### src/rtl/credits_pkg.sv
package credits_pkg;

    //////////////////////////////
    // pixel format
    //////////////////////////////
    localparam int COLW  = 4;           // bits per colour component
    localparam int RGB_W = 3 * COLW;    // r, g, b packed msb first

    //////////////////////////////
    // on-chip memories
    //////////////////////////////
    // message: 32 text rows of 32 tiles
    localparam int MSG_AW = 10;
    localparam int MSG_DW = 9;          // {pal[1:0], code[6:0]}

    // font: 128 glyphs of 8 rows, msb is the left pixel
    localparam int FONT_AW = 10;
    localparam int FONT_DW = 8;

    // host bus
    localparam int WB_AW = 11;          // msb selects the font region
    localparam int WB_DW = 16;

    //////////////////////////////
    // scroll and palette
    //////////////////////////////
    localparam int SCROLL_SPEED = 3;    // frames between steps, minus one
    localparam int FDIV_W       = $clog2(SCROLL_SPEED + 1);

    localparam logic [RGB_W-1:0] PAL0 = 12'hf00;    // red
    localparam logic [RGB_W-1:0] PAL1 = 12'h0f0;    // green
    localparam logic [RGB_W-1:0] PAL2 = 12'h33f;    // blue
    localparam logic [RGB_W-1:0] PAL3 = 12'hfff;    // white

    typedef enum logic {
        WB_IDLE,
        WB_ACK
    } wb_state_t;

    typedef enum logic {
        REG_MSG,
        REG_FONT
    } wb_region_t;

    typedef enum logic [1:0] {
        SRC_PASS,   // overlay hidden
        SRC_DIM,    // background behind the text
        SRC_CHAR    // glyph pixel set
    } pix_src_t;

endpackage

### src/rtl/credits_mixer.sv
`timescale 1ns/10ps

module credits_mixer (
    input  logic                          clk,
    input  logic                          rst,
    input  logic                          pxl_cen,
    input  logic                          hb_raw,
    input  logic                          vb_raw,
    input  logic [credits_pkg::RGB_W-1:0] rgb_in,
    input  logic                          enable,
    input  logic                          toggle,
    input  logic                          char_on,
    input  logic [1:0]                    char_pal,
    output logic                          hb_out,
    output logic                          vb_out,
    output logic [credits_pkg::RGB_W-1:0] rgb_out
);
    import credits_pkg::*;

    logic             show;
    logic             en_d;
    logic             tg_d;
    logic [RGB_W-1:0] rgb_d1;
    logic [RGB_W-1:0] rgb_d2;
    logic [RGB_W-1:0] dim;
    logic [RGB_W-1:0] pal_rgb;
    logic [1:0]       hb_dly;
    logic [1:0]       vb_dly;
    pix_src_t         src;

    //////////////////////////////
    // show control
    //////////////////////////////
    always_ff @(posedge clk or posedge rst) begin
        if (rst) begin
            show <= 1'b0;
            en_d <= 1'b0;
            tg_d <= 1'b0;
        end else begin
            en_d <= enable;
            tg_d <= toggle;
            if (!enable) begin
                show <= 1'b0;
            end else if (!en_d) begin
                show <= 1'b1;               // fresh enable always shows
            end else if (toggle && !tg_d) begin
                show <= ~show;
            end
        end
    end

    //////////////////////////////
    // image delay and colour pick
    //////////////////////////////
    always_ff @(posedge clk) begin
        if (pxl_cen) begin
            rgb_d1 <= rgb_in;
            rgb_d2 <= rgb_d1;
        end
    end

    // half intensity per component
    assign dim = {1'b0, rgb_d2[RGB_W-1 -: COLW-1],
                  1'b0, rgb_d2[2*COLW-1 -: COLW-1],
                  1'b0, rgb_d2[COLW-1 -: COLW-1]};

    always_comb begin
        case (char_pal)
            2'd0:    pal_rgb = PAL0;
            2'd1:    pal_rgb = PAL1;
            2'd2:    pal_rgb = PAL2;
            default: pal_rgb = PAL3;
        endcase
    end

    always_comb begin
        if (!show) begin
            src = SRC_PASS;
        end else if (char_on) begin
            src = SRC_CHAR;
        end else begin
            src = SRC_DIM;
        end
    end

    always_ff @(posedge clk or posedge rst) begin
        if (rst) begin
            hb_dly  <= 2'd0;
            vb_dly  <= 2'd0;
            hb_out  <= 1'b0;
            vb_out  <= 1'b0;
            rgb_out <= '0;
        end else if (pxl_cen) begin
            {hb_out, hb_dly} <= {hb_dly, hb_raw};   // raw pins, polarity kept
            {vb_out, vb_dly} <= {vb_dly, vb_raw};
            case (src)
                SRC_CHAR: rgb_out <= pal_rgb;
                SRC_DIM:  rgb_out <= dim;
                default:  rgb_out <= rgb_d2;
            endcase
        end
    end

endmodule

### config.mk
export PLATFORM = sky130hd
export DESIGN_NAME = credits_mixer
export DESIGN_NICKNAME = d
export VERILOG_FILES = /design/src/rtl/credits_pkg.sv /design/src/rtl/credits_mixer.sv
export SDC_FILE = /design/constraint.sdc
export NUM_CORES = 1
export LEC_CHECK = 0
export BUFFER_PORTS_ARGS = -buffer_cell sky130_fd_sc_hd__buf_4
export CAP_MARGIN = 20
export CORE_AREA = 2 2 63 65
export CTS_CLUSTER_DIAMETER = 60
export CTS_CLUSTER_SIZE = 8
export DETAILED_ROUTE_END_ITERATION = 12
export DIE_AREA = 0 0 65 67
export PLACE_DENSITY = 0.79
export SYNTH_ARGS = -nofsm -noshare
export SYNTH_HDL_FRONTEND = slang
export SYNTH_SLANG_ARGS = --single-unit
### constraint.sdc
create_clock -name clk -period 1.25 [get_ports clk]
set_input_delay 0.125 -clock clk [delete_from_list [all_inputs] [get_ports clk]]
set_output_delay 0.125 -clock clk [all_outputs]
set_load 0.01 [all_outputs]
# ---- After elaboration in Yosys (flattened, before gate mapping)
# Index checks and enable logic that the tools add are counted.
dict set report word_totals {
  latch_bits 0
  rom_bits 0
  regBits 45
  output_inout_bits 14
  wordCells 26
  ramBits 0
  mem_count 0
  input_bits 22
}
dict set report op_classes {
  mul 0
  eq_ne 5
  order_cmp 0
  div_mod_pow 0
  reduce_logical 3
  bitwise 1
  shifts 0
  mux 7
  add_sub_neg 0
}
# operator count
set op_table {}
lappend op_table {{one-hot mux 12 bit (3 select lines)} 1}
lappend op_table {{one-hot mux 12 bit (2 select lines)} 1}
lappend op_table {{equality test 2 x 1 -> 1 bit, second input constant} 2}
lappend op_table {{equality test 2 bit, second input constant} 2}
lappend op_table {{two-way mux 2 bit} 2}
lappend op_table {{two-way mux 1 bit} 3}
lappend op_table {{!= test 3 x 2 -> 1 bit, second input constant} 1}
lappend op_table {{logical NOT 2 bit} 1}
lappend op_table {{logical AND 1 bit} 1}
lappend op_table {{logical NOT 1 bit} 1}
lappend op_table {{inverter 1 bit} 1}

# ---- Longest topological paths before layout
# Gate-level depths: netlist (run 1).
dict set report logic_depth {
  depth_word 5
  mapped_depth 5
  mapped_depth_nobuf 5
}

# ---- Worst setup path after synthesis (run 1)
# OpenSTA, ideal clock, no wires.
dict set report synth_timing {
  path_type {register to register}
  start {register show}
  end {register rgb_out[10] (netlist bit)}
  n_path_buf 1
  t_arrival_ns 0.856
  setup_slack_ns 0.269
  synth_period_minus_slack_ns 0.981
  stages_incl_launch_ff 4
  setup_ns 0.125
  t_required_ns 1.125
  cell_sequence {dfrtp_1 buf_4 a31oi_1 mux2_2}
}
dict set report synth_via {
  elab_chain_len 3
  elab_cells_between_ends 4
  cone_classes {eq/ne: 2; mux: 2}
}
# item line_no
set synth_rtl {}
lappend synth_rtl {{from (decl)} credits_mixer.sv:20} ;# logic show;
lappend synth_rtl {{from (signal assigned)} credits_mixer.sv:47} ;# show <= ~show;
lappend synth_rtl {{two-way mux 2 bit (*)} credits_mixer.sv:77} ;# if (!show) begin
lappend synth_rtl {{equality test 2 x 1 -> 1 bit or equality test 2 bit (tied branches)} credits_mixer.sv:96} ;# case (src)
lappend synth_rtl {{one-hot mux 12 bit (2 select lines) (*)} credits_mixer.sv:96}
lappend synth_rtl {{to (signal assigned)} credits_mixer.sv:97} ;# SRC_CHAR: rgb_out <= pal_rgb;
lappend synth_rtl {{to (signal assigned)} credits_mixer.sv:98} ;# SRC_DIM: rgb_out <= dim;
lappend synth_rtl {{to (signal assigned)} credits_mixer.sv:99} ;# default: rgb_out <= rgb_d2;
lappend synth_rtl {{to (decl)} credits_mixer.sv:16} ;# output logic [credits_pkg::RGB_W-1:0] rgb_out
# Every way passes the cells marked *; elsewhere a longest branch is shown, timed or not.
# A chain may end at the register's enable or synchronous reset.

# ---- Worst setup path after layout (run 1)
dict set report layout_timing {
  start {register show}
  end {register rgb_out[2] (netlist bit)}
}
# Same word-level chain as after synthesis.

==> flow_summary.json, run 1 <==
{
  "design.die.area_um2": 4360,
  "routed_via_density": 4.86,
  "cts_buffer_depth": 2,
  "synth_nets": 149,
  "grt_pass1_wl_um": 4860,
  "cp_cell_sequence": "buf_4 > nor2_1 > a21oi_1 > o22a_1",
  "regToRegStartpoint": "show$_DFFE_PP0P_",
  "start_util": 0.495,
  "worst-path-buf-inv": 1,
  "cts_tree": "yes",
  "post-dp-hpwl_um": 2040,
  "max_freq_ghz": 0.893,
  "hold_depth": 1,
  "antennaDiodeCount": 0,
  "synth_top_area_cell": "edfxtp_1",
  "synthesis.area_um2": 1790,
  "min_period_over_period": 0.896,
  "vias": 1093,
  "worstHoldPathType": "primary input to register",
  "core_area_um2": 3610,
  "finalWirelength_um": 2930,
  "regArea_um2": 1250,
  "cp_max_fo": 8,
  "synth-seq-cells": 45,
  "tns_ns": 0,
  "crit_arrival_ns": 1.31,
  "holdBufCountCts": 12,
  "nFillCells": 264,
  "antenna_found_initial": 0,
  "startpoint_type": "register",
  "grt_use_total": 0.152,
  "grt-ovfl-total": 0,
  "relSlewSlack": 0.734,
  "hold_viol": 0,
  "synth.avg_cell_area_um2": 14.6,
  "skew_ns": 0.00814,
  "slowest_stage": "dfrtp_1",
  "ys_warn_count": 0,
  "vdd_drop_max_mv": 0.985,
  "ios": 36,
  "cts_resized": 0,
  "htreeDepth": 2,
  "wire_per_inst_um": 13.0,
  "grt_pass1_vias": 1102,
  "cts_buffers": 5,
  "num-nets-final": 203,
  "min_delay_worst_endpoint": "rgb_d1[0]$_DFFE_PP_",
  "gp_congestion": 0.729,
  "first_pass_iters": 4,
  "critPathTopFamily": "flip-flops",
  "port_buffers": 35,
  "yosysUniqueCellTypes": 26,
  "syn2layout_area_growth_pct": 31.7,
  "crit_type": "register to register",
  "powerDensity_nw_per_um2": 1410,
  "clk_latency_ns": 0.29,
  "setup_viol": 0,
  "end_kind": "register",
  "stdcell_count": 225,
  "drv_slew": 0,
  "synthDominantCellAreaShare": 0.404,
  "grt_max_degree": 37,
  "cap_violations": 0,
  "clkSinkCount": 45,
  "die_height_um": 67,
  "hp-start": "rgb_in[0]",
  "yosysSeqAreaShare": 0.698,
  "leakage_nw": 0.977,
  "clk_pin_slew_ns": 0.08,
  "drive_above_1_share": 0.311,
  "status": "finished, final reports clean",
  "fin_crit_ns": 1.12,
  "first_iter_violations": 51,
  "cp_data_required_time_ns": 1.44,
  "rsz0062_at_grt": "false",
  "cts_root_buffer": "clkbuf_8",
  "std_cell_rows": 22,
  "post-cts-setup-buffer-count": 0,
  "critical_path.max_stage_delay_ns": 0.47,
  "ff2ff_path_depth": 4,
  "r2r-end": "rgb_out[2]$_DFFE_PP0P_",
  "dp.cells": 203,
  "fp.dieW_um": 65,
  "synth_cells": 122,
  "multi_input_area_um2": 470,
  "drcViolationCount": 0,
  "regToRegSetupSlack_ns": 0.13,
  "hold_ws_ns": 0.0105,
  "yosys-top-cells-area": "edfxtp_1 40%, dfrtp_1 29%, mux2_2 4.4%",
  "ant_nets": 0,
  "worst_pin_slew_ns": 0.399
}
==> worst max path at each step <==
stage,cells past startpoint,from,to
2_1_floorplan,3,show$_DFFE_PP0P_,rgb_out[10]$_DFFE_PP0P_
3_3_place_gp,6,char_pal[0],rgb_out[10]$_DFFE_PP0P_
3_5_place_dp,6,char_pal[0],rgb_out[10]$_DFFE_PP0P_
4_1_cts,4,show$_DFFE_PP0P_,rgb_out[2]$_DFFE_PP0P_
5_1_grt,4,show$_DFFE_PP0P_,rgb_out[1]$_DFFE_PP0P_
6_report,4,show$_DFFE_PP0P_,rgb_out[2]$_DFFE_PP0P_
==> layout make-up <==
class	instances	share of cell area
clock buffer	5	0.0293
clock inverter	3	0.0176
inverter	5	0.00798
multi-input combinational	66	0.200
sequential	45	0.530
tap	48	0.0255
timing repair buffer	53	0.189
==> registers in the layout (all words and copies together) (netlist names) <==
signal	count
rgb_d1	12
rgb_d2	12
rgb_out	12
hb_dly	2
vb_dly	2
en_d	1
hb_out	1
show	1
tg_d	1
vb_out	1
==> Yosys cell counts <==
cell      number
a21oi_1        4
o22ai_1        2
o22a_1         6
o21ai_1        1
a21boi_2       1
nor2_1        10
edfxtp_1      24
or2_1          2
o21ai_2        1
nand2b_1       9
inv_1          5
nand3b_1       1
nor2b_1        2
a21boi_1       2
o211ai_1       2
buf_2          1
dfrtp_1       21
buf_4          3
and2b_1        1
o21ai_0        2
xnor2_1        1
mux2_2         7
nand2_1        3
ha_1           5
a31oi_1        4
buf_6          2
==> placed cells by master, fill, tap and decap left out, types with 2 or more instances in the layout <==
master	Yosys	final
a21boi_1	2	2
a21oi_1	4	4
a31oi_1	4	4
buf_4	3	38
clkbuf_8	0	5
dfrtp_1	21	21
dlygate4sd3_1	0	14
edfxtp_1	24	24
ha_1	5	5
inv_1	5	5
mux2_2	7	7
nand2_1	3	3
nand2b_1	9	9
nor2_1	10	10
nor2b_1	2	2
o211ai_1	2	2
o21ai_0	2	2
o22a_1	6	6
o22ai_1	2	2
or2_1	2	2
==> stage by stage <==
stage / area [um2] / power, mW / util / setup slack [ns]
5_1_grt: 2350 / 3.46 / 0.652 / 0.0765
6_report: 2350 / 3.30 / 0.652 / 0.130
4_1_cts: 2330 / 3.33 / 0.646 / 0.129
3_3_place_gp: 2100 / 2.22 / 0.583 / 0.163
2_1_floorplan: 1790 / 2.03 / - / 0.269
3_5_place_dp: 2100 / 2.26 / 0.583 / 0.0969
==> per-layer routing <==
| metal | global-route usage | share of wire | wire (um) | vias up |
|---|---|---|---|---|
| met1 | 0.179 | 0.42 | 1230 | 518 |
| met3 | 0.0338 | 0.040 | 117 | 10 |
| met5 | 0 | 0 | 0 | - |
| met2 | 0.251 | 0.51 | 1500 | 27 |
| met4 | 0.0984 | 0.027 | 80 | 0 |
| li1 | - | - | - | 538 |
==> logic make-up after synthesis <==
group / after synthesis / synth area share
buf+inv: 11 / 0.0385
fa+ha+maj: 5 / 0.0350
simple gates: 28 / 0.0813
flops: 45 / 0.698
xor+xnor: 1 / 0.00491
mux: 7 / 0.0442
compound gates: 25 / 0.0981
==> where the power goes <==
part	internal, mW	leakage [nW]	switching [mW]	total, mW
sequential	1.72	0.477	0.0720	1.79
combinational	0.263	0.448	0.198	0.461
clock	0.588	0.0518	0.463	1.05
(Power assumes the default switching activity.)
==> run 2, diff against run 1 <==
Settings changed: ABC_AREA from default to 1.
==> run 2 against run 1 <==
Compared with the run above: clock skew is 0.0027 ns lower; count of clock-buffer cells in the layout stayed put; sequential share of layout area is 1.6 points lower; core utilization is 2.0 points higher; sequential cell count stayed put; die area stayed put; setup slack better by 0.056 ns; clock power is 23% higher; worst hold slack better by 0.027 ns; sequential power hardly changed; first-iteration DRC count is 22% higher; global-route usage is 1.0 points higher; largest power group unchanged.
==> flow_summary.json, run 2 <==
{
  "cts_buffer_depth": 2,
  "htreeDepth": 2,
  "ios": 36,
  "drive_above_1_share": 0.211,
  "synth_top_family_by_area": "simple AND/OR/NAND/NOR gates",
  "yosys-top-cells-area": "edfxtp_1 40%, dfrtp_1 29%, nand2_1 10%",
  "yosysSeqAreaShare": 0.695,
  "top_regs": "rgb_d1 (12), rgb_d2 (12), rgb_out (12)",
  "crit_type": "register to register",
  "clkPwrFrac": 0.366,
  "cts_root_buffer": "clkbuf_8",
  "grt_use_total": 0.162,
  "synth_xor_area_frac": 0,
  "post-cts-setup-buffer-count": 0,
  "cts_buffers": 5,
  "gp_congestion": 0.778,
  "ff2ff_path_depth": 6,
  "rsz0062_at_grt": "false",
  "cp_data_required_time_ns": 1.44,
  "startpoint_type": "register",
  "synthesis.area_um2": 1790,
  "power_switching_share": 0.220,
  "core_area_um2": 3610,
  "end_kind": "register",
  "fin_crit_ns": 1.06,
  "syn2layout_area_growth_pct": 35.0,
  "vias": 1234,
  "multi_input_area_um2": 452,
  "min_period_over_period": 0.852,
  "power_switching_mw": 0.773,
  "nFillCells": 286,
  "synth_nets": 196,
  "finalWirelength_um": 2910,
  "std_cell_rows": 22,
  "ys.flop_type": "edfxtp_1",
  "min_delay_worst_endpoint": "hb_dly[0]$_DFFE_PP0P_",
  "start_util": 0.498,
  "leakage_nw": 1.16,
  "synth_fa_ha_area_frac": 0.0349,
  "powerDensity_nw_per_um2": 1450,
  "synth_mux_area_frac": 0,
  "grt-ovfl-total": 0,
  "combPwrFrac": 0.130,
  "antennaDiodeCount": 0,
  "ant_nets": 0,
  "die_height_um": 67,
  "synth.avg_cell_area_um2": 10.6,
  "hp-start": "hb_raw",
  "synth_top_area_cell": "edfxtp_1",
  "relSlewSlack": 0.786,
  "setup_viol": 0,
  "cp_max_fo": 4,
  "regArea_um2": 1250,
  "fp.dieW_um": 65,
  "final_cell_mix": "48 x nand2_1, 38 x buf_4, 27 x nor2_1, 24 x edfxtp_1, 21 x dfrtp_1",
  "skew_ns": 0.00544,
  "ys_top_cells_by_count": "48 x nand2_1, 27 x nor2_1, 24 x edfxtp_1, 21 x dfrtp_1, 17 x inv_1",
  "port_buffers": 35,
  "setup_ws_ns": 0.185,
  "post-dp-hpwl_um": 1910,
  "cts_resized": 0,
  "synth_cells": 169,
  "drcViolationCount": 0,
  "clk_latency_ns": 0.29,
  "hold_viol": 0,
  "r2r-end": "rgb_out[2]$_DFFE_PP0P_",
  "design.die.area_um2": 4360,
  "antenna_found_initial": 0,
  "final_common_cell": "nand2_1",
  "clk_pin_slew_ns": 0.09,
  "grt_pass1_vias": 1172,
  "synth-compound-area-share": 0.0321,
  "yosysUniqueCellTypes": 14,
  "internal_power_mw": 2.75,
  "tns_ns": 0,
  "first_iter_violations": 62,
  "cap_violations": 0,
  "routed_via_density": 4.49,
  "synth.most_common_cell": "nand2_1",
  "num-nets-final": 253,
  "grt_max_degree": 28,
  "regToRegStartpoint": "show$_DFFE_PP0P_",
  "worstHoldPathType": "primary input to register",
  "vdd_drop_max_mv": 0.890,
  "yosys.area_share.simple": 0.185,
  "first_pass_iters": 4,
  "status": "finished, final reports clean",
  "hold_depth": 3,
  "wire_per_inst_um": 10.6,
  "worst_pin_slew_ns": 0.320,
  "synthArstFlopShare": 0.467,
  "grt_pass1_wl_um": 5020,
  "crit_arrival_ns": 1.25,
  "pre_cts_ws_ns": 0.195,
  "drv_slew": 0,
  "max_freq_ghz": 0.939,
  "synth-edff-count": 24,
  "clkSinkCount": 45,
  "slowest_stage": "dfrtp_1",
  "pwr-share-seq": 0.505,
  "synth-seq-cells": 45,
  "ys_warn_count": 0,
  "cts_tree": "yes",
  "regToRegSetupSlack_ns": 0.19,
  "cp_cell_sequence": "nand2_1 > inv_1 > nand2_1 > nand2_1 > nor2_1 > nor2_1",
  "synthDominantCellAreaShare": 0.402,
  "critical_path.max_stage_delay_ns": 0.40,
  "holdBufCountCts": 15,
  "cpMostUsedCell": "nand2_1"
}
## run 2: changes by cell type after synthesis, sizes merged, moves of 6 or more
cell,previous run,this run
inv,5,18
mux2,7,0
nand2,3,48
nand2b,9,0
nand3,0,10
nor2,10,27
o22a,6,0
## run 2: layout make-up
class	count	area share
clock buffer	5	0.0284
clock inverter	3	0.0284
inverter	19	0.0294
multi-input combinational	101	0.186
sequential	45	0.514
tap	48	0.0248
timing repair buffer	54	0.188
## run 2: power groups by stage
| stage | combinational (mW) | sequential [mW] | clock (mW) |
|---|---|---|---|
| global route | 0.518 | 1.79 | 1.39 |
| floorplan | 0.183 | 1.83 | 0 |
| global placement | 0.415 | 1.80 | 0 |
| finish | 0.457 | 1.78 | 1.29 |
| detailed placement | 0.422 | 1.81 | 0 |
| CTS | 0.461 | 1.78 | 1.31 |
## run 2: critical path, delay by kind of cell (launching register included)
kind	cells	cell delay [ns]
buffers and inverters	1	0.07
AND/OR/NAND/NOR	5	0.49
flip-flops	1	0.40
## run 2: cell families after synthesis
family / after synthesis
compound gates: 11
flops: 45
fa+ha+maj: 5
simple gates: 85
buf+inv: 23
## run 2: how the worst max path moves through the flow
stage / cells past startpoint / startpoint / to
2_1_floorplan: 6 / show$_DFFE_PP0P_ / rgb_out[0]$_DFFE_PP0P_
3_3_place_gp: 6 / show$_DFFE_PP0P_ / rgb_out[2]$_DFFE_PP0P_
3_5_place_dp: 6 / show$_DFFE_PP0P_ / rgb_out[2]$_DFFE_PP0P_
4_1_cts: 6 / show$_DFFE_PP0P_ / rgb_out[2]$_DFFE_PP0P_
5_1_grt: 6 / show$_DFFE_PP0P_ / rgb_out[2]$_DFFE_PP0P_
6_report: 6 / show$_DFFE_PP0P_ / rgb_out[2]$_DFFE_PP0P_
## run 2: per-stage QoR
step | hold slack, ns | cell area [um2] | std cells | total power [mW] | util
6_report | 0.0375 | 2420 | 275 | 3.52 | 0.672
5_1_grt | 0.0494 | 2420 | 275 | 3.70 | 0.672
4_1_cts | 0.0269 | 2420 | 275 | 3.55 | 0.672
3_5_place_dp | 0.179 | 2130 | 252 | 2.23 | 0.592
3_3_place_gp | 0.178 | 2130 | 252 | 2.22 | 0.592
2_1_floorplan | 0.102 | 1790 | 169 | 2.01 | -
## run 2: routing by layer
layer,wire (um),track usage,vias up,share of wire
met5,0,0,-,0
met4,79,0.0957,0,0.027
met3,133,0.0473,7,0.046
met2,1380,0.278,30,0.48
met1,1310,0.178,550,0.45
li1,-,-,647,-
==> run 3, diff against run 2 <==
Settings changed: SETUP_SLACK_MARGIN from default to 0.4.
Clock period 1.25 ns to 1.3 ns, I/O delays scaled along.
==> run 3 against run 2 <==
Compared with the run above: final area rose by 7.2%; die area did not move; non-clock buffer count rose by 11; largest cell class unchanged; via count rose by 6.8%.
==> flow_summary.json, run 3 (synthesis results as in run 2) <==
{
  "status": "finished, final reports clean",
  "gp_congestion": 0.791,
  "grt_max_degree": 22,
  "cp_max_fo": 4,
  "drive_above_1_share": 0.319,
  "core_area_um2": 3610,
  "final_cell_mix": "42 x nand2_1, 35 x buf_4, 24 x edfxtp_1, 21 x nor2_1, 20 x dfrtp_1",
  "first_iter_violations": 64,
  "crit_arrival_ns": 1.20,
  "cts_root_buffer": "clkbuf_8",
  "port_buffers": 35,
  "worst_pin_slew_ns": 0.259,
  "ios": 36,
  "setup_viol": 0,
  "wire_per_inst_um": 10.6,
  "worstHoldPathType": "primary input to register",
  "grt_pass1_vias": 1172,
  "vias": 1318,
  "finalWirelength_um": 3030,
  "tns_ns": 0,
  "drv_slew": 0,
  "crit_type": "register to register",
  "first_pass_iters": 4,
  "post-dp-hpwl_um": 1910,
  "leakage_nw": 1.24,
  "multi_input_area_um2": 515,
  "top_regs": "rgb_d1 (12), rgb_d2 (12), rgb_out (12)",
  "fin_crit_ns": 1.00,
  "ff2ff_path_depth": 6,
  "nFillCells": 236,
  "ant_nets": 0,
  "dp.cells": 251,
  "max_freq_ghz": 1.00,
  "cp_data_required_time_ns": 1.50,
  "cts_buffers": 5,
  "cts_tree": "yes",
  "powerDensity_nw_per_um2": 1280,
  "clk_pin_slew_ns": 0.09,
  "skew_ns": 0.0100,
  "grt-ovfl-total": 0,
  "final_common_cell": "nand2_1",
  "drcViolationCount": 0,
  "antennaDiodeCount": 0,
  "antenna_found_initial": 0,
  "hold_viol": 0,
  "regArea_um2": 1250,
  "hold_ws_ns": 0.0319,
  "end_kind": "register",
  "min_period_over_period": 0.769,
  "hold_depth": 3,
  "start_util": 0.498,
  "syn2layout_area_growth_pct": 44.7,
  "relSlewSlack": 0.827,
  "htreeDepth": 2,
  "fp.dieW_um": 65,
  "num-nets-final": 264,
  "vdd_drop_max_mv": 0.999,
  "cts_buffer_depth": 2,
  "startpoint_type": "register",
  "stdcell_count": 286,
  "die_height_um": 67,
  "std_cell_rows": 22,
  "rsz0062_at_grt": "true",
  "routed_via_density": 4.61,
  "clkSinkCount": 45,
  "clk_latency_ns": 0.30,
  "grt_pass1_wl_um": 4910,
  "cap_violations": 0,
  "design.die.area_um2": 4360,
  "grt_use_total": 0.161
}
## run 3: changes by cell type in the layout (fill, tap and decap cells not counted), moves of 3 or more
| cell | change |
|---|---|
| nor2_2 | +5 |
| nand2_1 | -6 |
| nand2_4 | +4 |
| buf_6 | +15 |
| buf_4 | -3 |
| nor2_1 | -6 |
## run 3: area by class of cell
class | count | area share
flip-flops and latches | 45 | 0.480
well taps | 48 | 0.0231
inverters | 19 | 0.0294
clock buffers | 5 | 0.0265
clock inverters | 3 | 0.0178
repair buffers | 65 | 0.224
multi-input cells | 101 | 0.199
## run 3: layer usage
metal	global-route usage	wire, um	up-vias
met3	0.0456	145	6
met1	0.171	1250	605
met2	0.282	1550	36
met4	0.104	86	0
li1	-	-	671
met5	0	0	-
## run 3: per-stage QoR
| step | cell area [um2] | setup WS (ns) | utilization | total power, mW |
|---|---|---|---|---|
| floorplan | 1810 | 0.388 | - | 1.94 |
| global placement | 2120 | 0.186 | 0.588 | 2.13 |
| detailed placement | 2120 | 0.152 | 0.588 | 2.14 |
| CTS | 2520 | 0.311 | 0.698 | 3.32 |
| global route | 2600 | 0.235 | 0.720 | 3.49 |
| finish | 2600 | 0.300 | 0.720 | 3.34 |
## run 3: worst paths after layout
check	startpoint	to	slack [ns]
setup reg to reg	show$_DFFE_PP0P_	rgb_out[0]$_DFFE_PP0P_	0.30
setup / recovery	show$_DFFE_PP0P_	rgb_out[0]$_DFFE_PP0P_	0.30
max in group asynchronous	rst	show$_DFFE_PP0P_	0.68
hold reg to reg	rgb_d1[5]$_DFFE_PP_	rgb_d2[5]$_DFFE_PP_	0.42
min in group asynchronous	rst	rgb_out[5]$_DFFE_PP0P_	0.40
hold / removal	hb_raw	hb_dly[0]$_DFFE_PP0P_	0.03
## run 3: repair_timing
| action | CTS | global route |
|---|---|---|
| hold buffers | 15 | 0 |
| pin swaps | 5 | 8 |
| setup buffers | 9 | 3 |
| resized for setup | 19 | 16 |
| endpoints found under the hold margin | 35 | 0 |
| setup endpoints to repair | 27 | 27 |
## run 3: worst max-delay path, cell delays in order (launching register included)
cell	delay [ns]
dfrtp_2	0.47
nand2_4	0.10
inv_4	0.05
nand2_4	0.06
nand2_4	0.07
nor2_2	0.11
nor2_1	0.04
## run 3: report_power, final
part | switching (mW) | total [mW] | internal, mW
Clock | 0.463 | 1.04 | 0.574
Sequential | 0.0742 | 1.72 | 1.65
Combinational | 0.255 | 0.575 | 0.320
Total | 0.792 | 3.34 | 2.54
